$ cat config.mk
export PLATFORM = sky130hd
export DESIGN_NAME = programCounter
export DESIGN_NICKNAME = d
export VERILOG_FILES = /design/src/logic/cpuPkg.sv /design/src/logic/programCounter.sv
export SDC_FILE = /design/constraint.sdc
export NUM_CORES = 1
export LEC_CHECK = 0
export BUFFER_PORTS_ARGS = -buffer_cell sky130_fd_sc_hd__buf_2
export CAP_MARGIN = 20
export CORE_UTILIZATION = 45
export CTS_CLUSTER_DIAMETER = 200
export CTS_CLUSTER_SIZE = 28
export DETAILED_ROUTE_END_ITERATION = 8
export GPL_TIMING_DRIVEN = 0
export PLACE_DENSITY = 0.85
export SLEW_MARGIN = 10
export SYNTH_ARGS = -nofsm -noshare
export SYNTH_HDL_FRONTEND = slang
export SYNTH_SLANG_ARGS = --single-unit
$ cat constraint.sdc
create_clock -name clk -period 1.4 [get_ports clk]
set_input_delay 0.28 -clock clk [delete_from_list [all_inputs] [get_ports clk]]
set_output_delay 0.28 -clock clk [all_outputs]
set_load 0.03 [all_outputs]
$ cat src/logic/cpuPkg.sv
package cpuPkg;

  localparam int dataWidth = 16;
  localparam int memDepth = 256;
  localparam int memAddrW = $clog2(memDepth);  // Low address bits that index a memory
  localparam logic [dataWidth-1:0] outPortAddr = 16'hFFFF;

  // Bit positions inside flagWe and the flag register
  localparam int flagZr = 2;
  localparam int flagOv = 1;
  localparam int flagNe = 0;

  typedef enum logic [3:0] {
    ADD = 4'h0,
    SUB = 4'h1,
    AND = 4'h2,
    NOR = 4'h3,
    SLL = 4'h4,
    SRL = 4'h5,
    SRA = 4'h6,
    LW  = 4'h7,
    SW  = 4'h8,
    LHB = 4'h9,
    LLB = 4'hA,
    B   = 4'hB,
    JAL = 4'hC,
    JR  = 4'hD,
    HLT = 4'hF
  } opcodeT;

  typedef enum logic [2:0] {
    NEQ = 3'd0,
    EQ  = 3'd1,
    GT  = 3'd2,
    LT  = 3'd3,
    GTE = 3'd4,
    LTE = 3'd5,
    OVF = 3'd6,
    UNC = 3'd7
  } condT;

  typedef struct packed {
    opcodeT op;
    condT cond;
    logic [3:0] rd;
    logic [3:0] rs;
    logic [3:0] rt;
    logic [dataWidth-1:0] imm;  // Already extended or positioned
    logic regWe;
    logic memRe;
    logic memWe;
    logic [2:0] flagWe;         // {zero, overflow, negative}
    logic halt;
  } ctrlT;

  typedef struct packed {
    logic valid;
    logic [dataWidth-1:0] data;
  } outPortT;

endpackage

$ cat src/logic/programCounter.sv
module programCounter
  import cpuPkg::*;
(
  input  logic clk,
  input  logic rstN,
  input  logic run,
  input  logic halt,
  input  logic [dataWidth-1:0] nextPc,
  output logic [dataWidth-1:0] pc,
  output logic running
);

  always_ff @(posedge clk) begin
    if (!rstN) begin
      running <= 1'b0;
      pc <= '0;
    end else if (!running) begin
      if (run) begin  // Start over from address 0
        running <= 1'b1;
        pc <= '0;
      end
    end else if (halt) begin
      running <= 1'b0;
      pc <= pc + 1'b1;  // Parks just past the HLT
    end else begin
      pc <= nextPc;
    end
  end

endmodule

== After elaboration in Yosys (flattened, before gate mapping) ==
Cells that the tools add are included.

* Flip-flop bits (word level): 17
* Word-level logic and storage cells: 10
* Bits of input ports: 20

* Add/sub/neg operators: 1
* Muxes and demuxes: 6
* Reduce and logical (&&, ||, !) cells: 1

{| class="wikitable"
|+ Operators with widths
! kind !! count
|-
| $mux 16 || 3
|-
| $add 16x1->16 const B || 1
|-
| $mux 1 || 3
|-
| $reduce_bool 2->1 || 1
|}

== Longest topological paths before layout ==
* Word-level depth: 3
* Mapped depth: 6
* Depth with buffers taken out: 5

== Worst setup path before layout ==
Ideal clock, no wire load.

* Path kind: reg2reg
* Start point: reg pc[0]
* End point: reg pc[14]
* Setup slack: -0.322 ns
* Stages on the path, launching flop included: 6
* Data required time: 1.277 ns
* Arrival time: 1.599 ns
* Period minus slack after synthesis: 1.722 ns
* Path buffers: 0
* Library setup time: 0.123 ns
* Path through: dfxtp_1 > ha_1 > nand4_4 > nor4_4 > mux2i_1 > a21oi_1

* Longest elaborated chain between the ends: 3

{| class="wikitable"
|+ RTL lines
! what !! line !! text
|-
| start: declaration || programCounter.sv:9 || <nowiki>output logic [dataWidth-1:0] pc,</nowiki>
|-
| start signal: assignment || programCounter.sv:24 || <nowiki>pc <= pc + 1'b1;</nowiki>
|-
| start signal: assignment || programCounter.sv:26 || <nowiki>pc <= nextPc;</nowiki>
|-
| $add 16x1->16 || programCounter.sv:24 ||
|-
| $mux 16 || programCounter.sv:22 || <nowiki>end else if (halt) begin</nowiki>
|-
| $mux 16 || programCounter.sv:17 || <nowiki>end else if (!running) begin</nowiki>
|}

Every way passes these cells.
A chain may end at the register's enable or synchronous reset.

== Worst setup path in the final report ==
* Start point: reg pc[8]
* End point: out pc[8]

No word-level cell between the ends.

==> impl_results.md <==
- Crit path capture type: primary output
- Number of distinct library cells after synthesis: 38
- Clk sinks: 17
- Share of cells above drive strength 1: 0.413
- CP Max Fanout: 5
- H-Tree Depth: 1
- Max-cap viol count: 0
- # IOs: 37
- Met3 usage: 0.0339
- CTS tree: done
- Cell Chain, Critical Path: buf_4 -> buf_4 -> buf_2
- Critical-path top delay cell: dfxtp_4
- Via-to-Cell Ratio: 6.08
- WP data arrival: between 1 and 1.5 ns
- Async S/R FF share, synth: 0
- Worst R2R Start: pc[1]$_SDFFE_PN0P_
- Total track usage: 0.252
- Iteration-0 DRC Markers: 46
- Initial antenna violation count: 0
- Initial Util: 0.480
- Final Cycle Share: 0.996
- Clock buffer depth: 2
- Nets: 218
- Residual DRC: 0
- Top cells by count, synth: dfxtp_1, nand2_1, o21ai_0
- Storage cell area: 373 µm²
- PwrDens: 650 nW/µm²
- Slew Viols, Final: 0
- CP Data Required Time: 1.12 ns
- Top_reg_cell synth: dfxtp_1
- RSZ-0062 raised after global routing: yes
- Fmax: 0.717 GHz
- Area of the multi-input gates: 875 µm²
- Die H: about 54 µm
- Met1 Track Usage GR: 0.308
- Leak: just under 0.7 nW
- Max IR drop VDD: ~0.67 mV
- Ant. Diodes: 0
- #FFs+latches synth: 17
- Clock slew seen by the registers of the worst setup and hold paths: 0.12 ns
- Routed Antenna Nets: 0
- Met2 Track Usage GR: 0.438
- HP Class: in -> reg
- Clk root buf: clkbuf_4
- Clk_lat worst skew: 0.30 ns
- Routed wire per std cell: 15.3 µm
- Syn Nets: 171
- Skew final: around 0.0067 ns
- First-pass DRT Iterations: 4
- Max-slew headroom: 0.681
- Worst Tran Pin Value: around 0.48 ns
- Final Wtd Congestion: 0.855
- Non-filler cells, final: ~230
- First-pass GRT wire length: 5290 µm
- Crit path time final: about 1.4 ns
- Number of global-route vias before repair: between 1,000 and 1,500
- Total congestion overflow: 0
- Setup CP Type: reg -> out
- Final Hold Violating Endpoints: 0
- Critical Path Start: pc[8]$_SDFFE_PN0P_
- Seq/Total Area, Yosys: 0.284
- Post-Place Worst Slack: -0.0779 ns
- Final WS setup: roughly 0.0055 ns
- Die W: ~54 µm
- Core area: between 2000 and 2500 µm²
- Port bufs: 36
- EDFF count, synth: 0
- Largest net degree at the start of global routing: 11
- Top cells by area, synth: dfxtp_1, mux2i_1, o21ai_0
- HPWL Detailed: 2340 µm
- Inst Count DP: around 220
- # hold bufs at CTS: 0
- CTS buffer count: 3
- Mean Syn Cell Area: 8.00 µm²
- Routed wire length: ~3500 µm
- Post-synthesis cell area: 1200 µm²
- Status: complete, no violations
- Critical path launch point type: register
- Area leader, netlist: dfxtp_1
- Critical Path Most Common Cell: buf_4
- CP max stage delay: 0.39 ns
- Die footprint: 2880 µm²
- Layout fillers: 202
- Final setup vio count: 0
- Mapped Cells: 150
- Count leader, synth: dfxtp_1
- Row Count: 18
- Synthesis Warnings: 0
- Via Count: 1,375
- Busiest layer in global routing: met2
- Layout area overhead: 33.9%
- HP Start: nextPc[5]
- Top cell type's share of synthesized area: 0.284
-- metrics by stage --
step	area [µm²]	hold slack (ns)	setup TNS [ns]	power (mW)	utilization
global route	1610	0.287	-0.140	1.08	0.643
detailed placement	1450	0.497	-0.169	0.756	0.581
CTS	1520	0.245	-0.0287	1.03	0.607
finish	1610	0.262	0	1.04	0.643
global placement	1450	0.488	-0.00803	0.746	0.581
floorplan	1230	0.456	0	0.678	-
-- per-layer routing --
| layer | wire (µm) | part of all wire | vias to the layer above |
|---|---|---|---|
| met2 | 1740 | 0.50 | 68 |
| met3 | 260 | 0.075 | 13 |
| li1 | - | - | 650 |
| met4 | 92 | 0.027 | 0 |
| met5 | 0 | 0 | - |
| met1 | 1360 | 0.39 | 644 |
-- worst max-delay path, delay by kind of cell, from the launching register on --
kind | cells | cell delay, ns
flops | 1 | 0.39
buf+inv | 3 | 0.43
-- cell families after synthesis --
family                   Yosys count  synth area share
buffers and inverters             15            0.0511
flip-flops                        17             0.284
AND/OR/NAND/NOR                   60             0.323
multiplexers                       8            0.0678
adder cells (fa/ha/maj)            1            0.0104
AO/OA/AOI/OAI                     49             0.264
-- final cells by class --
class / instances / area share
Timing Repair Buffer: 43 / 0.145
Multi-Input combinational cell: 118 / 0.544
Clock buffer: 3 / 0.0140
Tap cell: 30 / 0.0234
Clock inverter: 1 / 0.00312
Buffer: 8 / 0.0241
Sequential cell: 17 / 0.232
Inverter: 6 / 0.0140
-- cell usage in the layout, fill, tap and decap left out, types with 2 or more instances in the layout --
master	instances
a21boi_0	2
a21boi_1	5
a21oi_1	9
a22oi_1	2
buf_2	39
buf_4	7
clkbuf_1	3
clkbuf_4	4
dfxtp_1	3
dfxtp_2	8
dfxtp_4	6
inv_1	6
mux2i_1	7
nand2_1	13
nand2b_1	4
nand3_1	4
nand4_4	3
nor2_1	6
nor2b_1	6
nor3_1	5
nor3b_1	7
nor4_4	4
o211ai_1	3
o21a_1	3
o21ai_0	12
o21ai_1	3
o22ai_1	2
o31a_1	2
-- report_power, final --
part / leakage [nW] / switching [mW] / internal, mW
registers: 0.146 / 0.0283 / 0.495
logic: 0.522 / 0.140 / 0.0952
clock network: 0.0177 / 0.179 / 0.106
total: 0.686 / 0.347 / 0.697
-- path summary, 6_finish.rpt --
path                              end  slack (ns)  cells past startpoint
setup / recovery                pc[8]       0.006                      3
hold / removal     pc[5]$_SDFFE_PN0P_        0.26                      3
setup reg to reg  pc[10]$_SDFFE_PN0P_        0.05                      5
hold reg to reg   pc[15]$_SDFFE_PN0P_        0.52                      2
-- state kept, by name, indices dropped and copies added (netlist names) --
signal   cells
pc          16
running      1
-- what timing repair did --
action / in CTS / in global routing
endpoints found under the setup margin: 6 / 12
gates resized for setup: 5 / 13
setup buffers: 1 / 6
pin swaps: 3 / 9
(Power assumes the default switching activity.)
