===== src/logic/cpuPkg.sv =====
package cpuPkg;

  localparam int dataWidth = 16;
  localparam int memDepth = 256;
  localparam int memAddrW = $clog2(memDepth);  // Low address bits that index a memory
  localparam logic [dataWidth-1:0] outPortAddr = 16'hFFFF;

  // Bit positions inside flagWe and the flag register
  localparam int flagZr = 2;
  localparam int flagOv = 1;
  localparam int flagNe = 0;

  typedef enum logic [3:0] {
    ADD = 4'h0,
    SUB = 4'h1,
    AND = 4'h2,
    NOR = 4'h3,
    SLL = 4'h4,
    SRL = 4'h5,
    SRA = 4'h6,
    LW  = 4'h7,
    SW  = 4'h8,
    LHB = 4'h9,
    LLB = 4'hA,
    B   = 4'hB,
    JAL = 4'hC,
    JR  = 4'hD,
    HLT = 4'hF
  } opcodeT;

  typedef enum logic [2:0] {
    NEQ = 3'd0,
    EQ  = 3'd1,
    GT  = 3'd2,
    LT  = 3'd3,
    GTE = 3'd4,
    LTE = 3'd5,
    OVF = 3'd6,
    UNC = 3'd7
  } condT;

  typedef struct packed {
    opcodeT op;
    condT cond;
    logic [3:0] rd;
    logic [3:0] rs;
    logic [3:0] rt;
    logic [dataWidth-1:0] imm;  // Already extended or positioned
    logic regWe;
    logic memRe;
    logic memWe;
    logic [2:0] flagWe;         // {zero, overflow, negative}
    logic halt;
  } ctrlT;

  typedef struct packed {
    logic valid;
    logic [dataWidth-1:0] data;
  } outPortT;

endpackage


===== src/logic/decoder.sv =====
module decoder
  import cpuPkg::*;
(
  input  logic [dataWidth-1:0] instr,
  output ctrlT ctrl
);

  always_comb begin
    ctrl = '0;
    ctrl.op = opcodeT'(instr[15:12]);
    ctrl.cond = condT'(instr[11:9]);
    ctrl.rd = instr[11:8];
    ctrl.rs = instr[7:4];
    ctrl.rt = instr[3:0];

    case (ctrl.op)
      ADD, SUB: begin
        ctrl.regWe = 1'b1;
        ctrl.flagWe = 3'b111;
      end
      AND, NOR: begin
        ctrl.regWe = 1'b1;
        ctrl.flagWe = 3'b111;  // Overflow gets cleared
      end
      SLL, SRL, SRA: begin
        ctrl.regWe = 1'b1;
        ctrl.flagWe = 3'b111;
        ctrl.imm = {12'h000, instr[3:0]};  // Shift amount
      end
      LW: begin
        ctrl.regWe = 1'b1;
        ctrl.memRe = 1'b1;
        ctrl.imm = {{12{instr[3]}}, instr[3:0]};
      end
      SW: begin
        ctrl.memWe = 1'b1;
        ctrl.rt = instr[11:8];  // Store source sits in the rd slot
        ctrl.imm = {{12{instr[3]}}, instr[3:0]};
      end
      LHB: begin
        ctrl.regWe = 1'b1;
        ctrl.rs = instr[11:8];  // Low byte comes from rd
        ctrl.imm = {instr[7:0], 8'h00};
      end
      LLB: begin
        ctrl.regWe = 1'b1;
        ctrl.imm = {{8{instr[7]}}, instr[7:0]};
      end
      B: begin
        ctrl.imm = {{7{instr[8]}}, instr[8:0]};
      end
      JAL: begin
        ctrl.regWe = 1'b1;
        ctrl.rd = 4'd15;  // Link register
        ctrl.imm = {{4{instr[11]}}, instr[11:0]};
      end
      JR: begin
        ctrl.rs = instr[7:4];
      end
      HLT: begin
        ctrl.halt = 1'b1;
      end
      default: begin
        ctrl.regWe = 1'b0;  // Unused opcode acts as a no-op
      end
    endcase
  end

endmodule


===== config.mk =====
export PLATFORM = sky130hd
export DESIGN_NAME = decoder
export DESIGN_NICKNAME = d
export VERILOG_FILES = /design/src/logic/cpuPkg.sv /design/src/logic/decoder.sv
export SDC_FILE = /design/constraint.sdc
export NUM_CORES = 1
export LEC_CHECK = 0
export ABC_AREA = 1
export BUFFER_PORTS_ARGS = -buffer_cell sky130_fd_sc_hd__buf_4
export CAP_MARGIN = 15
export CORE_UTILIZATION = 40
export DETAILED_ROUTE_END_ITERATION = 12
export PLACE_DENSITY = 0.93
export SLEW_MARGIN = 25
export SYNTH_ARGS = -nofsm -noshare
export SYNTH_HDL_FRONTEND = slang
export SYNTH_SLANG_ARGS = --single-unit

===== constraint.sdc =====
create_clock -name vclk -period 3.43
set_clock_uncertainty 0.15 [all_clocks]
set_input_delay 1.029 -clock vclk [all_inputs]
set_output_delay 1.029 -clock vclk [all_outputs]
set_load 0.01 [all_outputs]

# Word-level counts from Yosys, hierarchy flattened
# Cells that the tools add are included.
dict set report classes {
  eq_ne 13
  mux 9
  reduce_logical 5
}
# cell count
set ops {}
lappend ops {{$pmux 16 s6} 1}
lappend ops {{$eq 4x4->1 const B} 6}
lappend ops {{$eq 4x3->1 const B} 4}
lappend ops {{$mux 4} 3}
lappend ops {{$reduce_or 11->1} 1}
lappend ops {{$eq 4x2->1 const B} 2}
lappend ops {{$reduce_or 7->1} 1}
lappend ops {{$eq 4x1->1 const B} 1}
lappend ops {{$logic_not 4->1} 1}
lappend ops {{$mux 1} 4}
lappend ops {{$mux 3} 1}
lappend ops {{$reduce_or 3->1} 1}
lappend ops {{$reduce_or 2->1} 1}
dict set report word_totals {
  reg_bits 0
  in_bits 16
  output_inout_bits 42
  wordCells 27
}

# Depth between registers and ports, before layout
# Gate-level depths: netlist (run 1).
dict set report depth {
  depth_word 3
  ltp_mapped 7
  depth_no_buf 6
}

# Worst setup path before layout (run 1)
# OpenSTA, ideal clock, no wires.
dict set report synth_path {
  path_type {input to output}
  start {in instr[12]}
  end {out ctrl[10] (netlist name)}
  arrival_time_ps 1749
  required_ps 2251
  path_slack_ps 502
  cell_stages 6
  n_path_buf 1
  cell_sequence {nor2_2 > nand2_2 > buf_6 > o21ai_1 > nor2_2 > nor2_1}
}
# element line_no
set synth_rtl {}
lappend synth_rtl {{start, declared} decoder.sv:4} ;# input logic [dataWidth-1:0] instr,
lappend synth_rtl {{end, declared} decoder.sv:5} ;# output ctrlT ctrl

==> impl_metrics.yaml, run 1 <==
status:
  status: "finished clean"
setup_path:
  cp_data_required_time_ns: 2.25
  cp.arrival_ns: 2.13
  crit_path_top_delay_cell: "nor2_2"
  critPathLaunch: "instr[12]"
  cp_max_fo: 12
  cp-start-kind: "input pin"
  critical_path_class: "in2out"
  cp_slowest_stage_delay_ns: 0.23
  path_cells: "buf_4, nor2_2, nand2_2, nand2_1, nand2_1, nand3b_1, buf_4"
  endpoint_kind: "primary output"
cells_and_area:
  seq_cells: 0
  drive_gt1_share_pct: 42.94
  regArea_um2: 0
  fin_util_pct: 71.70
  insertedDiodeCount: 0
  layout.cells.non_filler: 185
  layout.nets: 188
  nClkBuffers: 0
  final_area_um2: 979.7
  fillers: 132
  multi_input_area_um2: 446.7
  syn_to_final_growth_pct: 60.12
synthesis:
  synthesis.area_um2: 611.8
  synth_seq_area_share_pct: 0
  synth_warnings: 0
  syn-mean-instance-area_um2: 5.015
  synth_fp_nets: 138
  yosysUniqueCellTypes: 17
  netlist_instances: 122
grt:
  grt_usage_pct: 23.45
  grt_overflow_total: 0
  grt_pass1_wl_um: 2787
  antenna_found_initial: 0
  grt_max_degree: 13
  grt_pass1_vias: 692
sta:
  relSlewSlack_pct: 74.64
  fin_crit_sh_pct: 96.39
  clock.fmax_mhz: 302.4
  setup_viol: 0
  setup_tns_ns: 0
  min_period_ns: 3.306
  grt_setup_unrepaired: "false"
  maxSlewViolCount: 0
  worst_pin_slew_ns: 0.3800
  finalHoldViolCount: 0
drt:
  wl_per_cell_um: 10.63
  totalWireLength_um: 1966
  drtPass1Iterations: 4
  wl_met1_um: 859
  route.detailed.drc: 0
  drtAntennaViolNets: 0
  via_count: 905
  wl_met2_um: 966
  route.met3.wl_um: 140
  top_layer: "met3"
  vias_per_cell: 4.892
  drtIter0Drc: 17
placement:
  io_buffers: 58
  hpwl_um: 1677
  place_inst: 185
  gp_congestion: 0.8630
  place_area_um2: 979.7
floorplanning:
  placement_rows: 13
  core_region_area_um2: 1366
  start_util_pct: 44.78
  die_x_um: 41.11
  fp.dieArea_um2: 1690
  die_h_um: 41.11
  ioPinCount: 58
cts:
  post_cts_buffers: 0
  postCtsHoldBufs: 0
  post_cts_resized: 0
power_and_ir_drop:
  power_density_nw_per_um2: 139.5
  leakage_nw: 0.7008
  vdd_drop_max_v: 0.00007913
flow_run:
  drv_cap: 0
hold_path:
  hold_path_class: "in2out"
  min_from: "instr[10]"
[critical path, delay by kind of cell]
family	cells	cell delay (ns)
AND/OR/NAND/NOR	5	0.83
buffers and inverters	2	0.26
[cell usage in the layout, fill, tap and decap left out]
cell type | netlist | final
buf_4 | 9 | 60
nand2_1 | 46 | 46
inv_1 | 15 | 15
nand3_1 | 12 | 12
nor2_1 | 12 | 12
o21ai_0 | 9 | 9
nor2_2 | 4 | 4
nand2_2 | 2 | 2
inv_2 | 2 | 2
nand3_4 | 2 | 2
nor2_4 | 1 | 1
nand3_2 | 1 | 1
o21ai_1 | 1 | 1
nand2_4 | 1 | 1
nand3b_1 | 1 | 1
nand4_1 | 1 | 1
[kinds of logic (layout without fill, tap and decap cells)]
logic type | Yosys count | after routing | synth area share, %
compound gates | 10 | 10 | 8.179
buf+inv | 29 | 77 | 26.99
simple gates | 83 | 83 | 64.83
[cells in the mapped netlist]
| cell | n | area [um^2] |
|---|---|---|
| nor2_2 | 4 | 25.02 |
| nand3b_1 | 1 | 7.510 |
| o21ai_1 | 1 | 5.000 |
| nand3_2 | 1 | 10.01 |
| nand3_4 | 2 | 35.03 |
| inv_1 | 15 | 56.30 |
| buf_4 | 9 | 67.56 |
| nand3_1 | 12 | 60.06 |
| nand2_4 | 1 | 11.26 |
| nand2_2 | 2 | 12.51 |
| nor2_4 | 1 | 11.26 |
| nor2_1 | 12 | 45.04 |
| nand2_1 | 46 | 172.7 |
| o21ai_0 | 9 | 45.04 |
| buf_6 | 3 | 33.78 |
| nand4_1 | 1 | 6.260 |
| inv_2 | 2 | 7.510 |
[final timing paths]
kind	end	cells past startpoint	slack, ns
max	ctrl[22]	7	0.12
min	ctrl[36]	2	2.11
[routing by layer]
layer / up-vias / GRT usage, %
met5: - / 0
met1: 397 / 31.65
met3: 0 / 0.5435
li1: 466 / -
met2: 42 / 42.58
met4: 0 / 1.613
[power breakdown]
group          internal (mW)  switching (mW)  leakage (nW)
sequential                 0               0             0
clock                      0               0             0
combinational         0.0655          0.0711         0.701
[final cells by class]
cell class / count / share of cell area, %
Timing Repair Buffer: 60 / 45.98
Tap cell: 15 / 1.916
Inverter: 17 / 6.513
Multi-Input combinational cell: 93 / 45.59
[through the flow]
stage	hold WS [ns]	worst slack (ns)	power [mW]
3_3_place_gp	2.106	0.1821	0.1357
5_1_grt	2.113	0.0009941	0.1499
2_1_floorplan	1.995	0.5024	0.06958
6_report	2.108	0.1237	0.1367
3_5_place_dp	2.110	0.1523	0.1368
4_1_cts	2.111	0.1489	0.1374
Note: power is estimated with default switching activity, not from simulation.
==> run 2, diff against run 1 <==
--- a/config.mk
+++ b/config.mk
@@ -8,2 +8,3 @@
 export ABC_AREA = 1
+export ABC_CLOCK_PERIOD_IN_PS = 3430
 export BUFFER_PORTS_ARGS = -buffer_cell sky130_fd_sc_hd__buf_4
==> constraint.sdc (replaced) <==
create_clock -name vclk -period 3.43
set_clock_uncertainty 0.15 [all_clocks]
set_input_delay 0.1715 -clock vclk [all_inputs]
set_output_delay 0.1715 -clock vclk [all_outputs]
set_load 0.01 [all_outputs]
==> run 2 against run 1 <==
Net effect:
- global-route usage grew 0.22 points
- routed wire length grew 4.3%
- sequential cell count is the same
- utilization shrank 1.1 points
- critical endpoint is now ctrl[12]
- largest cell class is now multi-input gates
- highest routed layer unchanged
- largest power group unchanged
- sequential share of layout area is the same
==> impl_metrics.yaml, run 2 (same netlist as run 1, synthesis figures left out) <==
cts:
  postCtsHoldBufs: 0
  post_cts_buffers: 0
  post_cts_resized: 0
cells_and_area:
  layout_commonest_cell: "buf_4"
  seq_cells: 0
  insertedDiodeCount: 0
  layout.cells.non_filler: 183
  fillers: 121
  layout.nets: 186
  final_cell_mix: "buf_4 (58), nand2_1 (46), inv_1 (15)"
  syn_to_final_growth_pct: 57.67
  nClkBuffers: 0
  fin_util_pct: 70.60
  regArea_um2: 0
  drive_gt1_share_pct: 42.26
grt:
  grt_usage_pct: 23.67
  antenna_found_initial: 0
  grt_overflow_total: 0
  grt_max_degree: 14
  grt_pass1_wl_um: 2822
  grt_pass1_vias: 696
setup_path:
  critical_path_class: "in2out"
  cp_data_required_time_ns: 3.11
  endpoint_kind: "primary output"
  cp_max_fo: 13
  cp-start-kind: "input pin"
  cp.arrival_ns: 1.57
power_and_ir_drop:
  vdd_drop_max_v: 0.00007270
  leakage_nw: 0.6915
  power_mw: 0.1366
  power_density_nw_per_um2: 141.6
sta:
  finalHoldViolCount: 0
  setup_tns_ns: 0
  fin_crit_sh_pct: 55.13
  grt_setup_unrepaired: "false"
  clock.fmax_mhz: 528.9
  setup_viol: 0
  worst_slack_ns: 1.539
  worst_pin_slew_ns: 0.4069
  maxSlewViolCount: 0
  relSlewSlack_pct: 72.81
  min_period_ns: 1.891
drt:
  vias_per_cell: 4.896
  drtPass1Iterations: 4
  wl_per_cell_um: 11.21
  route.detailed.drc: 0
  drtIter0Drc: 33
  via_count: 896
  drtAntennaViolNets: 0
  totalWireLength_um: 2051
floorplanning:
  placement_rows: 13
  die_h_um: 41.11
  start_util_pct: 44.78
  fp.dieArea_um2: 1690
  core_region_area_um2: 1366
  ioPinCount: 58
  die_x_um: 41.11
placement:
  gp_congestion: 0.9240
  place_inst: 183
  post-place-ws_ns: 1.565
  io_buffers: 58
  hpwl_um: 1667
hold_path:
  hold_path_class: "in2out"
  holdPathStages: 2
status:
  status: "finished clean"
flow_run:
  drv_cap: 0
-- run 2: worst paths after layout --
kind                  slack [ns]       from  endpoint
worst max-delay path        1.54  instr[15]  ctrl[12]
worst min-delay path        0.39  instr[10]  ctrl[36]
-- run 2: cell type report --
cell class         count  area, um^2  share of cell area [%]
inverters             17       63.81                   6.615
multi-input cells     93       446.7                   46.30
repair buffers        58       435.4                   45.14
well taps             15       18.77                   1.946
-- run 2: routing by layer --
metal | vias to the layer above | share of wire (%) | global-route usage [%]
met4 | 0 | 0 | 1.613
li1 | 459 | - | -
met1 | 381 | 41 | 31.96
met5 | - | 0 | 0
met3 | 0 | 11 | 1.087
met2 | 56 | 48 | 42.58
-- run 2: critical path, stage by stage --
cell and delay [ns]:
buf_4 0.11, inv_1 0.08, nor2_4 0.34, nand2_2 0.22, nand2_1 0.11, nand2_1 0.23, nand2_1 0.17, buf_4 0.13
-- run 2: per-stage QoR --
stage | hold slack, ns | cell area, um^2
finish | 0.3912 | 964.7
global route | 0.3963 | 964.7
CTS | 0.3927 | 964.7
detailed placement | 0.3926 | 964.7
global placement | 0.3884 | 964.7
floorplan | 0.2801 | 611.8
-- run 2: power breakdown --
part / internal [mW] / switching (mW)
Sequential: 0 / 0
Clock: 0 / 0
Combinational: 0.0644 / 0.0722
Total: 0.0644 / 0.0722
==> run 3, diff against run 2 <==
- ABC_CLOCK_PERIOD_IN_PS: 3430 -> 1700
- CORE_UTILIZATION: 40 -> 35
- PLACE_DENSITY: 0.93 -> 0.86
- clock period: 3.43 -> 1.7 ns (I/O delays scaled with it)
==> run 3 against run 2 <==
Net effect:
- the run now ends with DRC left
- sequential cell count stayed put
- via count down 0.89%
- routed wire length increased by 0.44%
- clock-buffer cell count is the same
- utilization is 8.9 points lower
- die area is 14% higher
- global-route usage decreased by 2.9 points
- critical path type unchanged
- largest cell class unchanged
- largest power group unchanged
- highest routed layer is now met4
==> impl_metrics.yaml, run 3 (same netlist as run 1, synthesis figures left out) <==
status:
  status: "complete, but fails checks"
  violations: "DRC"
power_and_ir_drop:
  intPower_mw: 0.1315
  switchingPower_mw: 0.1451
  vdd_drop_max_v: 0.0001400
  p_seq_share_pct: 0
  p_sw_share_pct: 52.46
  power_density_nw_per_um2: 284.2
  leakage_nw: 0.6966
  p_clk_share_pct: 0
  p_comb_share_pct: 100.0
floorplanning:
  core_region_area_um2: 1577
  fp.dieArea_um2: 1919
  placement_rows: 14
  start_util_pct: 38.81
  die_x_um: 43.81
  die_h_um: 43.81
  ioPinCount: 58
sta:
  fin_crit_sh_pct: 87.35
  relSlewSlack_pct: 74.53
  min_period_ns: 1.485
  setup_viol: 0
  maxSlewViolCount: 0
  clock.fmax_mhz: 673.4
  worst_pin_slew_ns: 0.3816
  hold_ws_ns: 0.2223
  worst_slack_ns: 0.2150
  setup_tns_ns: 0
  finalHoldViolCount: 0
  grt_setup_unrepaired: "false"
cells_and_area:
  syn_to_final_growth_pct: 59.10
  layout_commonest_cell: "buf_4"
  final_area_um2: 973.4
  layout.nets: 187
  final_cell_mix: "buf_4 (59), nand2_1 (46), inv_1 (15)"
  nClkBuffers: 0
  fin_util_pct: 61.75
  drive_gt1_share_pct: 42.60
  insertedDiodeCount: 0
  regArea_um2: 0
  fillers: 159
  seq_cells: 0
setup_path:
  critPathLaunch: "instr[12]"
  cp_slowest_stage_delay_ns: 0.24
  path_buf_inv: 2
  critical-path-top-delay-family: "simple AND/OR/NAND/NOR gates"
  endpoint_kind: "primary output"
  path_cells: "buf_4, nor2_2, nand2_2, nand2_1, nand2_1, nand3b_1, buf_4"
  cp_max_fo: 12
  crit_path_top_delay_cell: "nor2_2"
  cp-endpoint: "ctrl[22]"
  cp-start-kind: "input pin"
  critical_path_class: "in2out"
  cp_data_required_time_ns: 1.46
  crit_cells: 7
  cp.arrival_ns: 1.25
drt:
  drtAntennaViolNets: 0
  vias_per_cell: 4.800
  via_count: 888
  drtIter0Drc: 32
  totalWireLength_um: 2060
  drtPass1Iterations: 9
  route.detailed.drc: 4
  wl_per_cell_um: 11.14
hold_path:
  holdPathStages: 2
  hold_path_class: "in2out"
placement:
  io_buffers: 58
  place_area_um2: 973.4
  post-place-ws_ns: 0.2405
  hpwl_um: 1719
  gp_congestion: 0.8870
grt:
  grt_pass1_wl_um: 3201
  grt_overflow_total: 0
  grt_max_degree: 13
  grt_usage_pct: 20.77
  antenna_found_initial: 0
  grt_pass1_vias: 753
cts:
  postCtsHoldBufs: 0
  post_cts_resized: 0
  post_cts_buffers: 0
flow_run:
  drv_cap: 0
==> run 3: changes by cell type in the layout (fill, tap and decap cells not counted) <==
cell	change
buf_4	+1
==> run 3: worst min path at each step <==
stage	from	end
global placement	instr[11]	ctrl[37]
floorplan	instr[3]	ctrl[10]
finish	instr[10]	ctrl[36]
CTS	instr[9]	ctrl[35]
detailed placement	instr[11]	ctrl[37]
global route	instr[10]	ctrl[36]
==> run 3: layer usage <==
| layer | GRT usage (%) | vias to the layer above | part of all wire (%) |
|---|---|---|---|
| met5 | 0 | - | 0 |
| met4 | 4.375 | 0 | 1.3 |
| met3 | 1.667 | 2 | 9.0 |
| li1 | - | 462 | - |
| met2 | 38.21 | 48 | 51 |
| met1 | 25.93 | 376 | 39 |
==> run 3: area by class of cell <==
class | count | area (um^2) | area share [%]
Inverter | 17 | 63.81 | 6.555
Multi-Input combinational cell | 93 | 446.7 | 45.89
Tap cell | 16 | 20.02 | 2.057
Timing Repair Buffer | 59 | 442.9 | 45.50
==> run 3: through the flow <==
step | cells | power (mW)
global route | 185 | 0.2996
floorplan | 122 | 0.1404
detailed placement | 185 | 0.2759
CTS | 185 | 0.2769
global placement | 185 | 0.2712
finish | 185 | 0.2767
==> run 3: power by group through the flow <==
| stage | clock network, mW | registers, mW | logic (mW) |
|---|---|---|---|
| after floorplan | 0 | 0 | 0.140 |
| final | 0 | 0 | 0.277 |
| after CTS | 0 | 0 | 0.277 |
| after detailed placement | 0 | 0 | 0.276 |
| after global placement | 0 | 0 | 0.271 |
| after global routing | 0 | 0 | 0.300 |
