==> config.mk <==
export PLATFORM = sky130hd
export DESIGN_NAME = execute
export DESIGN_NICKNAME = d
export VERILOG_FILES = /design/src/logic/cpuPkg.sv /design/src/logic/execute.sv
export SDC_FILE = /design/constraint.sdc
export NUM_CORES = 1
export LEC_CHECK = 0
export ABC_AREA = 1
export BUFFER_PORTS_ARGS = -buffer_cell sky130_fd_sc_hd__buf_2
export CAP_MARGIN = 20
export CORE_ASPECT_RATIO = 1.75
export CORE_MARGIN = 2
export CORE_UTILIZATION = 60
export CTS_BUF_LIST = sky130_fd_sc_hd__clkbuf_8
export CTS_CLUSTER_SIZE = 16
export DETAILED_ROUTE_END_ITERATION = 10
export GPL_ROUTABILITY_DRIVEN = 0
export PLACE_DENSITY = 0.87
export SYNTH_ARGS = -nofsm -noshare
export SYNTH_HDL_FRONTEND = slang
export SYNTH_SLANG_ARGS = --single-unit
==> constraint.sdc <==
create_clock -name clk -period 5 [get_ports clk]
set_input_delay 1 -clock clk [delete_from_list [all_inputs] [get_ports clk]]
set_output_delay 1 -clock clk [all_outputs]
set_load 0.05 [all_outputs]
==> src/logic/cpuPkg.sv <==
package cpuPkg;

  localparam int dataWidth = 16;
  localparam int memDepth = 256;
  localparam int memAddrW = $clog2(memDepth);  // Low address bits that index a memory
  localparam logic [dataWidth-1:0] outPortAddr = 16'hFFFF;

  // Bit positions inside flagWe and the flag register
  localparam int flagZr = 2;
  localparam int flagOv = 1;
  localparam int flagNe = 0;

  typedef enum logic [3:0] {
    ADD = 4'h0,
    SUB = 4'h1,
    AND = 4'h2,
    NOR = 4'h3,
    SLL = 4'h4,
    SRL = 4'h5,
    SRA = 4'h6,
    LW  = 4'h7,
    SW  = 4'h8,
    LHB = 4'h9,
    LLB = 4'hA,
    B   = 4'hB,
    JAL = 4'hC,
    JR  = 4'hD,
    HLT = 4'hF
  } opcodeT;

  typedef enum logic [2:0] {
    NEQ = 3'd0,
    EQ  = 3'd1,
    GT  = 3'd2,
    LT  = 3'd3,
    GTE = 3'd4,
    LTE = 3'd5,
    OVF = 3'd6,
    UNC = 3'd7
  } condT;

  typedef struct packed {
    opcodeT op;
    condT cond;
    logic [3:0] rd;
    logic [3:0] rs;
    logic [3:0] rt;
    logic [dataWidth-1:0] imm;  // Already extended or positioned
    logic regWe;
    logic memRe;
    logic memWe;
    logic [2:0] flagWe;         // {zero, overflow, negative}
    logic halt;
  } ctrlT;

  typedef struct packed {
    logic valid;
    logic [dataWidth-1:0] data;
  } outPortT;

endpackage

==> src/logic/execute.sv <==
module execute
  import cpuPkg::*;
(
  input  logic clk,
  input  logic rstN,
  input  logic running,
  input  ctrlT ctrl,
  input  logic [dataWidth-1:0] rsData,
  input  logic [dataWidth-1:0] rtData,
  input  logic [dataWidth-1:0] pc,
  output logic [dataWidth-1:0] aluResult,
  output logic [dataWidth-1:0] nextPc
);

  logic [dataWidth-1:0] sum, diff, pcPlus1;
  logic addOv, subOv, taken;
  logic [2:0] flags, newFlags;
  logic [3:0] shamt;

  assign sum = rsData + rtData;
  assign diff = rsData - rtData;
  assign addOv = (rsData[15] == rtData[15]) && (sum[15] != rsData[15]);
  assign subOv = (rsData[15] != rtData[15]) && (diff[15] != rsData[15]);
  assign shamt = ctrl.imm[3:0];
  assign pcPlus1 = pc + 1'b1;

  always_comb begin
    case (ctrl.op)
      ADD: aluResult = sum;
      SUB: aluResult = diff;
      AND: aluResult = rsData & rtData;
      NOR: aluResult = ~(rsData | rtData);
      SLL: aluResult = rsData << shamt;
      SRL: aluResult = rsData >> shamt;
      SRA: aluResult = $unsigned($signed(rsData) >>> shamt);
      LW, SW: aluResult = rsData + ctrl.imm;  // Effective address
      LHB: aluResult = {ctrl.imm[15:8], rsData[7:0]};
      LLB: aluResult = ctrl.imm;
      default: aluResult = '0;
    endcase
  end

  always_comb begin
    newFlags[flagZr] = (aluResult == '0);
    newFlags[flagNe] = aluResult[15];
    newFlags[flagOv] = (ctrl.op == ADD) ? addOv : (ctrl.op == SUB) ? subOv : 1'b0;
  end

  always_ff @(posedge clk) begin
    if (!rstN) begin
      flags <= '0;
    end else if (running) begin
      flags <= (flags & ~ctrl.flagWe) | (newFlags & ctrl.flagWe);
    end
  end

  // Condition is judged on flags from earlier instructions
  always_comb begin
    case (ctrl.cond)
      NEQ: taken = !flags[flagZr];
      EQ:  taken = flags[flagZr];
      GT:  taken = !flags[flagZr] && !flags[flagNe];
      LT:  taken = flags[flagNe];
      GTE: taken = flags[flagZr] || !flags[flagNe];
      LTE: taken = flags[flagZr] || flags[flagNe];
      OVF: taken = flags[flagOv];
      default: taken = 1'b1;
    endcase
  end

  always_comb begin
    case (ctrl.op)
      B: nextPc = taken ? pcPlus1 + ctrl.imm : pcPlus1;
      JAL: nextPc = pcPlus1 + ctrl.imm;
      JR: nextPc = rsData;
      default: nextPc = pcPlus1;
    endcase
  end

endmodule

=== Word-level counts from Yosys, hierarchy flattened ===
Cells that the tools add are included.
W data, S select, Z words.

* Bitwise gates (word level): 7
* Div/mod/pow operators: 0
* Shift operators: 3
* Eq/ne operators: 23
* $mul: 0
* $lt $le $gt $ge: 0
* Add/subtract/negate cells: 5
* Multiplexer cells: 6
* Reduce and logical (&&, ||, !) cells: 11

{| class="wikitable"
|+ Operator list
! cell !! count
|-
| $pmux W16 S10 || 1
|-
| $add A16 B16 Y16 || 3
|-
| $pmux W16 S3 || 1
|-
| $eq A4 B4 Y1 const B || 6
|-
| $add A16 B1 Y16 const B || 1
|-
| $and A16 B16 Y16 || 1
|-
| $eq A4 B3 Y1 const B || 4
|-
| $logic_not A16 Y1 || 1
|-
| $mux W16 || 1
|-
| $not A16 Y16 || 1
|-
| $or A16 B16 Y16 || 1
|-
| $shl A16 B4 Y16 || 1
|-
| $shr A16 B4 Y16 || 1
|-
| $sshr A16 B4 Y16 || 1
|-
| $sub A16 B16 Y16 || 1
|-
| $eq A3 B3 Y1 const B || 3
|-
| $eq A4 B2 Y1 const B || 2
|-
| $pmux W1 S7 || 1
|-
| $and A3 B3 Y3 || 2
|-
| $eq A3 B2 Y1 const B || 2
|-
| $eq A4 B1 Y1 const B || 1
|-
| $logic_not A4 Y1 || 1
|-
| $eq A3 B1 Y1 const B || 1
|-
| $logic_and A1 B1 Y1 || 3
|-
| 9 further kinds || 14
|}

* Word-level logic and storage cells: 56
* Memories kept: 0
* Latch bits: 0
* Memory bits (writable): 0
* Register bits after elaboration: 3
* Bits in read-only memories: 0

=== Depth between registers and ports, before layout ===
Gate-level depths: netlist of run 1.

* Word-level depth: 7
* Depth in mapped cells: 20
* Depth with buffers taken out: 20

=== Least setup slack after synthesis of run 1 ===
OpenSTA, ideal clock, no wires.

* Kind: input port to output port
* Start point: in pc[0]
* End point: out nextPc[15]
* Path slack: 60 ps
* Stages: 19
* Arrival time: 3940 ps
* Cell sequence: ha_1 -> nand2_1 -> nor2_1 -> nand3_1 -> nor2_1 -> nand2_1 -> nor2_1 -> nand3_1 -> xor2_1 -> inv_1 -> ha_1 -> a21o_1 -> inv_1 -> nor2_1 -> a211oi_1 -> o211ai_1 -> nand3_1 -> nand3b_1 -> a21oi_1

* Word-level cells in the longest chain between the ends: 4

{| class="wikitable"
|+ RTL lines
! item !! line !! RTL
|-
| start, declared || execute.sv:10 || <nowiki>input logic [dataWidth-1:0] pc,</nowiki>
|-
| $add A16 B1 Y16 * || execute.sv:25 || <nowiki>assign pcPlus1 = pc + 1'b1;</nowiki>
|-
| $add A16 B16 Y16 || execute.sv:73, execute.sv:74 ||
|-
| $mux W16 || execute.sv:73 || <nowiki>B: nextPc = taken ? pcPlus1 + ctrl.imm : pcPlus1;</nowiki>
|-
| $pmux W16 S3 * || execute.sv:72 || <nowiki>case (ctrl.op)</nowiki>
|-
| end, declared || execute.sv:12 || <nowiki>output logic [dataWidth-1:0] nextPc</nowiki>
|}

Every way passes the cells marked *; elsewhere a longest branch is shown, timed or not.

=== Worst setup path after layout of run 1 ===
Ends and elaborated chain as after synthesis.

==> run metrics, run 1 <==
Slew Limit Fails 0; Max VDD drop 0.0910 mV; Net Sw Frac 65.9%; sequential area share after synthesis 0.851%; Top FF cell, synth dfxtp_1; Min Hold Slack 0.482 ns; Critical Path RT 4.00 ns; Placed Instances 1,678; drt first pass iters 8; CP Capture Type primary output; CTS tree yes; max_slew headroom 24.6%; EDFF count, synth 0; die area 12,700 µm²; post-layout min period 4.99 ns; share of post-route cells with drive strength above 1 10.8%; yosys warns 0; detailed-route DRC error count 0; Logic pwr share 90.8%; Remaining Overflow, GRT 0; fin crit share 99.9%; Initial DRC Count 1,187; CP cell instances buf_2 > ha_2 > nand2_1 > nor2_2 > nand3_2 > nor2_2 > nand2_2 > nor2_4 > nand4_1 > xor2_1 > inv_1 > ha_4 > nand2_1 > nor2_1 > inv_1 > nor3_2 > nand2_1 > o211ai_1 > a21oi_1 > nand3b_1 > a21oi_2 > buf_6; row count 52; first-pass GRT wire length 44,900 µm; Final HPWL DP 23,000 µm; CP bufs+invs 4; Die Height 148 µm; critical path peak fanout 4; cts bufs inserted 3; CTS root buf clkbuf_8; Hold WC Path Type reg -> reg; H-tree levels 1; critical path arrival 3.99 ns; Pint 0.000359 W; core area 11,500 µm²; Largest delay share family, worst path simple AND/OR/NAND/NOR gates; synthesis-stage register bit count 3; startpoint types input port; ys async rst share 0%; Layout Skew 0 ns; Routed WL 29,100 µm; ranking of synthesized cells by area nand2_1 (29%), nand3_1 (15%), ha_1 (14%), inv_1 (12%), nor2_1 (7.2%); Lkg Pwr 4.84 nW; Power Total 0.00105 W; die width 86 µm; part of the power in registers 2.4%; Yosys top cell area share 28.6%; Ports 125; DR vias 10,300; Post-Syn Nets 1,625; final instance count without filler cells 1,686; nets 1,728; Max Clock Freq 0.200 GHz; clk_lat worst skew 0.22 ns; area grow syn2layout 12.4%; Clk pwr share 6.9%; critical path class in -> out; drt via density 6.13; sw power 0.000695 W; Detail Route Antenna Nets 0; TritonCTS Sinks 3; Synth area leader nand2_1; worst slew pin tran 1.12 ns; CP max stage cell ha_4; diode count 0; GRT Util Overall 44.3%; vias in the first global route 9,751; most used cell, CP nand2_1; power per cell area 133 nW/µm²; CTS Hold Bufs 0; maximum buffer depth of the clock tree 2; Max Cap Violations 0; initial core utilization 61.3%; Final Hold Vio Count 0; drt wl/cell 17.3 µm; CTS clk-pin slew, worst paths 0.03 ns; initial antenna violation count 0; largest net degree at the start of global routing 38; outcome completed; Mapped Area 7060 µm²; Port Buffers 108; Crit path largest cell delay 0.28 ns; RSZ-0062 raised after global routing true; Mean Syn Cell Area 4.87 µm²; Gate Count Post-Synth 1,449; Setup Viol. Count Final 0; number of distinct library cells after synthesis 35
worst min-delay path, cell delays in order (launching register included):
cell and delay [ns]:
dfxtp_1 0.31, a21oi_1 0.06, nor2_1 0.07
cells by family (layout without fill, tap and decap cells):
family / after synthesis / in the layout / share of synthesized area [%]
buf+inv: 267 / 369 / 14.7
flops: 3 / 3 / 0.851
compound gates: 127 / 127 / 10.4
fa+ha+maj: 83 / 83 / 15.1
simple gates: 945 / 945 / 55.9
xor+xnor: 24 / 24 / 2.98
cell usage in the layout (no fill, tap or decap), types with 2 or more instances in the layout:
master / n
nand2_2: 3
fa_1: 4
a21boi_0: 4
a21oi_1: 52
inv_1: 226
buf_4: 28
nor3_1: 13
nand2_1: 537
o211ai_1: 3
nor3_2: 3
ha_1: 77
o21ai_0: 32
xnor2_1: 10
inv_2: 4
buf_2: 106
nor2_1: 131
a21o_1: 2
nand3_2: 2
and2_1: 5
o221ai_1: 12
nand3b_1: 7
xor2_1: 13
clkbuf_8: 3
or2_2: 4
nor2_2: 5
nand4_1: 23
nand3_1: 211
dfxtp_1: 3
o21ai_1: 9
o21bai_1: 3
cell usage after synthesis (all sizes together), types with 2 or more instances:
library cell	number
or2	4
and2	5
nor3	16
o221ai	12
xnor2	10
ha	79
a22oi	2
buf	31
nand3b	7
inv	229
xor2	14
nand3	213
o21ai	41
a21boi	5
a21o	2
o21bai	3
a211oi	2
dfxtp	3
nand2	540
fa	4
o211ai	3
nor2	137
a21oi	53
nand4	23
clkbuf	6
cell type report:
type / instances / area, µm²
timing repair buffer: 135 / 752
inverter: 230 / 863
clock buffer: 3 / 41.3
sequential: 3 / 60.1
clock inverter: 1 / 3.75
fill: 1099 / 3580
tap: 135 / 169
multi-input combinational: 1179 / 6050
per-layer routing:
layer	global-route usage [%]	up-vias	share of wire, %
met5	0	-	0
met4	42.8	0	12
met3	8.99	287	11
met2	73.2	796	46
met1	44.7	4437	32
li1	-	4814	-
power groups by stage:
stage | logic, W | registers (W) | clock network [W]
floorplan | 0.000645 | 0.0000255 | 0
global placement | 0.000883 | 0.0000255 | 0
detailed placement | 0.000901 | 0.0000256 | 0
CTS | 0.000906 | 0.0000252 | 0.0000725
global route | 0.00104 | 0.0000253 | 0.0000744
finish | 0.000957 | 0.0000252 | 0.0000723
per-stage QoR:
stage	TNS [ns]	setup slack [ns]	instance area [µm²]	util [%]
finish	0	0.00677	7940	68.9
CTS	0	0.0347	7820	67.9
floorplan	0	0.0601	7060	-
detailed placement	-0.0797	-0.0797	7770	67.5
global route	-0.439	-0.173	7940	68.9
global placement	-0.0294	-0.0294	7770	67.5
path summary, 6_finish.rpt:
kind         slack (ns)      from  cells past startpoint    endpoint
min reg2reg        0.48  register                      2    register
min                0.48  register                      2    register
max reg2reg        4.34  register                      2    register
max               0.007     pc[0]                     22  nextPc[15]
timing repair:
item	CTS	global route
hold endpoints to repair	0	0
endpoints found under the setup margin	1	4
pin swaps	0	11
buffers inserted	0	4
resized for setup	2	22
Note: power is estimated with default switching activity, not from simulation.
==> run 2: changes to the inputs <==
==> config.mk (replaced) <==
export PLATFORM = sky130hd
export DESIGN_NAME = execute
export DESIGN_NICKNAME = d
export VERILOG_FILES = /design/src/logic/cpuPkg.sv /design/src/logic/execute.sv
export SDC_FILE = /design/constraint.sdc
export NUM_CORES = 1
export LEC_CHECK = 0
export BUFFER_PORTS_ARGS = -buffer_cell sky130_fd_sc_hd__buf_2
export CAP_MARGIN = 20
export CORE_MARGIN = 2
export CORE_UTILIZATION = 59
export CTS_BUF_LIST = sky130_fd_sc_hd__clkbuf_8
export CTS_CLUSTER_SIZE = 16
export DETAILED_ROUTE_END_ITERATION = 10
export GPL_ROUTABILITY_DRIVEN = 0
export PLACE_DENSITY = 0.86
export SYNTH_ARGS = -nofsm -noshare
export SYNTH_HDL_FRONTEND = slang
export SYNTH_SLANG_ARGS = --single-unit
==> run metrics, run 2 <==
outcome completed (unchanged); sw power 0.000615 W (was 0.000695 W); startpoint types input port (unchanged); Lkg Pwr 3.39 nW (was 4.84 nW); CTS tree yes (unchanged); CP max stage cell ha_1 (was ha_4); detailed-route DRC error count 0 (unchanged); post-layout min period 4.95 ns (was 4.99 ns); Placed Instances 1,150 (was 1,678); Max Clock Freq 0.202 GHz (was 0.200 GHz); Gate Count Post-Synth 911 (was 1,449); worst slew pin tran 0.681 ns (was 1.12 ns); Mapped Area 6490 µm² (was 7060 µm²); max_slew headroom 54.2% (was 24.6%); largest net degree at the start of global routing 42 (was 38); DR vias 8,042 (was 10,300); die area 11,900 µm² (was 12,700 µm²); CP cell instances buf_2 > inv_1 > ha_1 > o21ai_0 > o21ai_0 > a221oi_1 > buf_4 > a21oi_1 > o41ai_2 > nor4b_1 > a31o_2 > nand2_1 > buf_2 (was buf_2 > ha_2 > nand2_1 > nor2_2 > nand3_2 > nor2_2 > nand2_2 > nor2_4 > nand4_1 > xor2_1 > inv_1 > ha_4 > nand2_1 > nor2_1 > inv_1 > nor3_2 > nand2_1 > o211ai_1 > a21oi_1 > nand3b_1 > a21oi_2 > buf_6); setup TNS 0 ns (unchanged); synthesis-stage register bit count 3 (unchanged); Synth area leader ha_1 (was nand2_1); Clk pwr share 6.4% (was 6.9%); drt via density 6.96 (was 6.13); die width 109 µm (was 86 µm); Detail Route Antenna Nets 0 (unchanged); CP Depth 13 (was 22); Remaining Overflow, GRT 0 (unchanged); Max Cap Violations 0 (unchanged); final instance count without filler cells 1,155 (was 1,686); ranking of synthesized cells by area ha_1 (15%), mux4_2 (8.0%), nand2_1 (4.6%), o21ai_0 (4.6%), inv_1 (4.6%) (was nand2_1 (29%), nand3_1 (15%), ha_1 (14%), inv_1 (12%), nor2_1 (7.2%)); first-pass GRT wire length 35,800 µm (was 44,900 µm); H-tree levels 1 (unchanged); Slew Limit Fails 0 (unchanged); critical path peak fanout 8 (was 4); drt first pass iters 8 (unchanged); CP Capture Type primary output (unchanged); Post-Syn Nets 1,087 (was 1,625); share of post-route cells with drive strength above 1 23.5% (was 10.8%); Finished Core Util 70.2% (was 68.9%); CTS root buf clkbuf_8 (unchanged); vias in the first global route 7,274 (was 9,751); Setup Viol. Count Final 0 (unchanged); Final Hold Vio Count 0 (unchanged); clk_lat worst skew 0.21 ns (was 0.22 ns); most frequent cell after synthesis nand2_1 (unchanged); Hold WC Path Type reg -> reg (unchanged); Ports 125 (unchanged); Pint 0.000439 W (was 0.000359 W); Logic pwr share 91.1% (was 90.8%); Initial DRC Count 1,220 (was 1,187); Power Total 0.00105 W (about the same); Commonest cells post-synth nand2_1 (80), ha_1 (79), inv_1 (79) (was nand2_1 (538), inv_1 (226), nand3_1 (213)); yosys warns 0 (unchanged); Critical Path RT 4.00 ns (about the same); Port Buffers 108 (unchanged); area grow syn2layout 16.8% (was 12.4%); drt wl/cell 19.8 µm (was 17.3 µm); ys async rst share 0% (unchanged); r2r worst-path depth 1 (was 2); Net Sw Frac 58.4% (was 65.9%); Routed WL 22,900 µm (was 29,100 µm); critical path arrival 3.95 ns (was 3.99 ns); nets 1,192 (was 1,728); maximum buffer depth of the clock tree 2 (unchanged); Die Height 109 µm (was 148 µm); EDFF count, synth 0 (unchanged); CTS clk-pin slew, worst paths 0.03 ns (about the same); Mean Syn Cell Area 7.12 µm² (was 4.87 µm²); most common cell after layout, fill and taps aside buf_2 (was nand2_1); part of the power in registers 2.4% (about the same); diode count 0 (unchanged); Top FF cell, synth dfxtp_1 (unchanged); Final HPWL DP 17,800 µm (was 23,000 µm); initial antenna violation count 0 (unchanged); CTS Hold Bufs 0 (unchanged); core area 10,800 µm² (was 11,500 µm²); CP bufs+invs 4 (unchanged); TritonCTS Sinks 3 (unchanged); GRT Util Overall 37.5% (was 44.3%); most frequent cells in the layout buf_2 (103), nand2_1 (80), inv_1 (80), ha_1 (79) (was nand2_1 (537), inv_1 (226), nand3_1 (211), nor2_1 (131), buf_2 (106)); sequential area share after synthesis 0.925% (was 0.851%); Largest delay share family, worst path compound AO/OA/AOI/OAI gates (was simple AND/OR/NAND/NOR gates); number of distinct library cells after synthesis 77 (was 35); cts bufs inserted 3 (unchanged); initial core utilization 60.1% (was 61.3%); power per cell area 139 nW/µm² (was 133 nW/µm²); fin crit share 99.0% (was 99.9%); Layout Skew 0 ns (unchanged); row count 38 (was 52); Yosys top cell area share 15.2% (was 28.6%); critical path class in -> out (unchanged); Crit path largest cell delay 0.43 ns (was 0.28 ns); Max VDD drop 0.135 mV (was 0.0910 mV); Min-Delay Path Depth 2 (unchanged)
## run 2: cell families after synthesis
kind of cell	after synthesis	share of synthesized area, %
xor gates and xnor gates	47	6.34
AOI/OAI and AO/OA	267	28.6
and+or+nand+nor	308	24.3
adders and majority gates	84	16.6
DFF	3	0.925
muxes	63	14.9
buffers and inverters	139	8.29
## run 2: routing by layer
metal / track usage (%) / share of wire, % / wire (µm)
met3: 6.28 / 13 / 3080
met2: 60.1 / 44 / 9980
met1: 49.1 / 38 / 8590
met5: 0 / 0 / 0
met4: 17.2 / 5.4 / 1230
## run 2: metrics by stage
step / hold WS [ns] / setup WS, ns / cell area [µm²]
5_1_grt: 0.505 / -0.0406 / 7580
6_report: 0.483 / 0.0511 / 7580
2_1_floorplan: 0.444 / 0.0225 / 6500
3_3_place_gp: 0.479 / -0.189 / 7380
3_5_place_dp: 0.483 / -0.277 / 7380
4_1_cts: 0.487 / 0.0148 / 7460
## run 2: worst paths after layout
path | from | end | slack [ns]
min reg2reg | register | register | 0.48
min | register | register | 0.48
max reg2reg | register | register | 4.35
max | rsData[2] | aluResult[15] | 0.05
## run 2: cell type report
| type | count | area [µm²] |
|---|---|---|
| tap | 140 | 175 |
| clock inverter | 1 | 3.75 |
| multi-input combinational | 769 | 6040 |
| inverter | 79 | 297 |
| fill | 937 | 3210 |
| sequential | 3 | 60.1 |
| clock buffer | 3 | 41.3 |
| timing repair buffer | 160 | 967 |
## run 2: timing repair
action | 4_1_cts | 5_1_grt
endpoints found under the setup margin | 5 | 8
gates resized for setup | 12 | 27
pin swaps | 2 | 9
setup buffers | 0 | 1
## run 2: power groups by stage
stage / Clock (W) / Combinational, W / Sequential, W
after global routing: 0.0000719 / 0.00102 / 0.0000260
after CTS: 0.0000684 / 0.000909 / 0.0000258
after detailed placement: 0 / 0.000898 / 0.0000261
after floorplan: 0 / 0.000642 / 0.0000259
after global placement: 0 / 0.000881 / 0.0000262
final: 0.0000679 / 0.000960 / 0.0000258
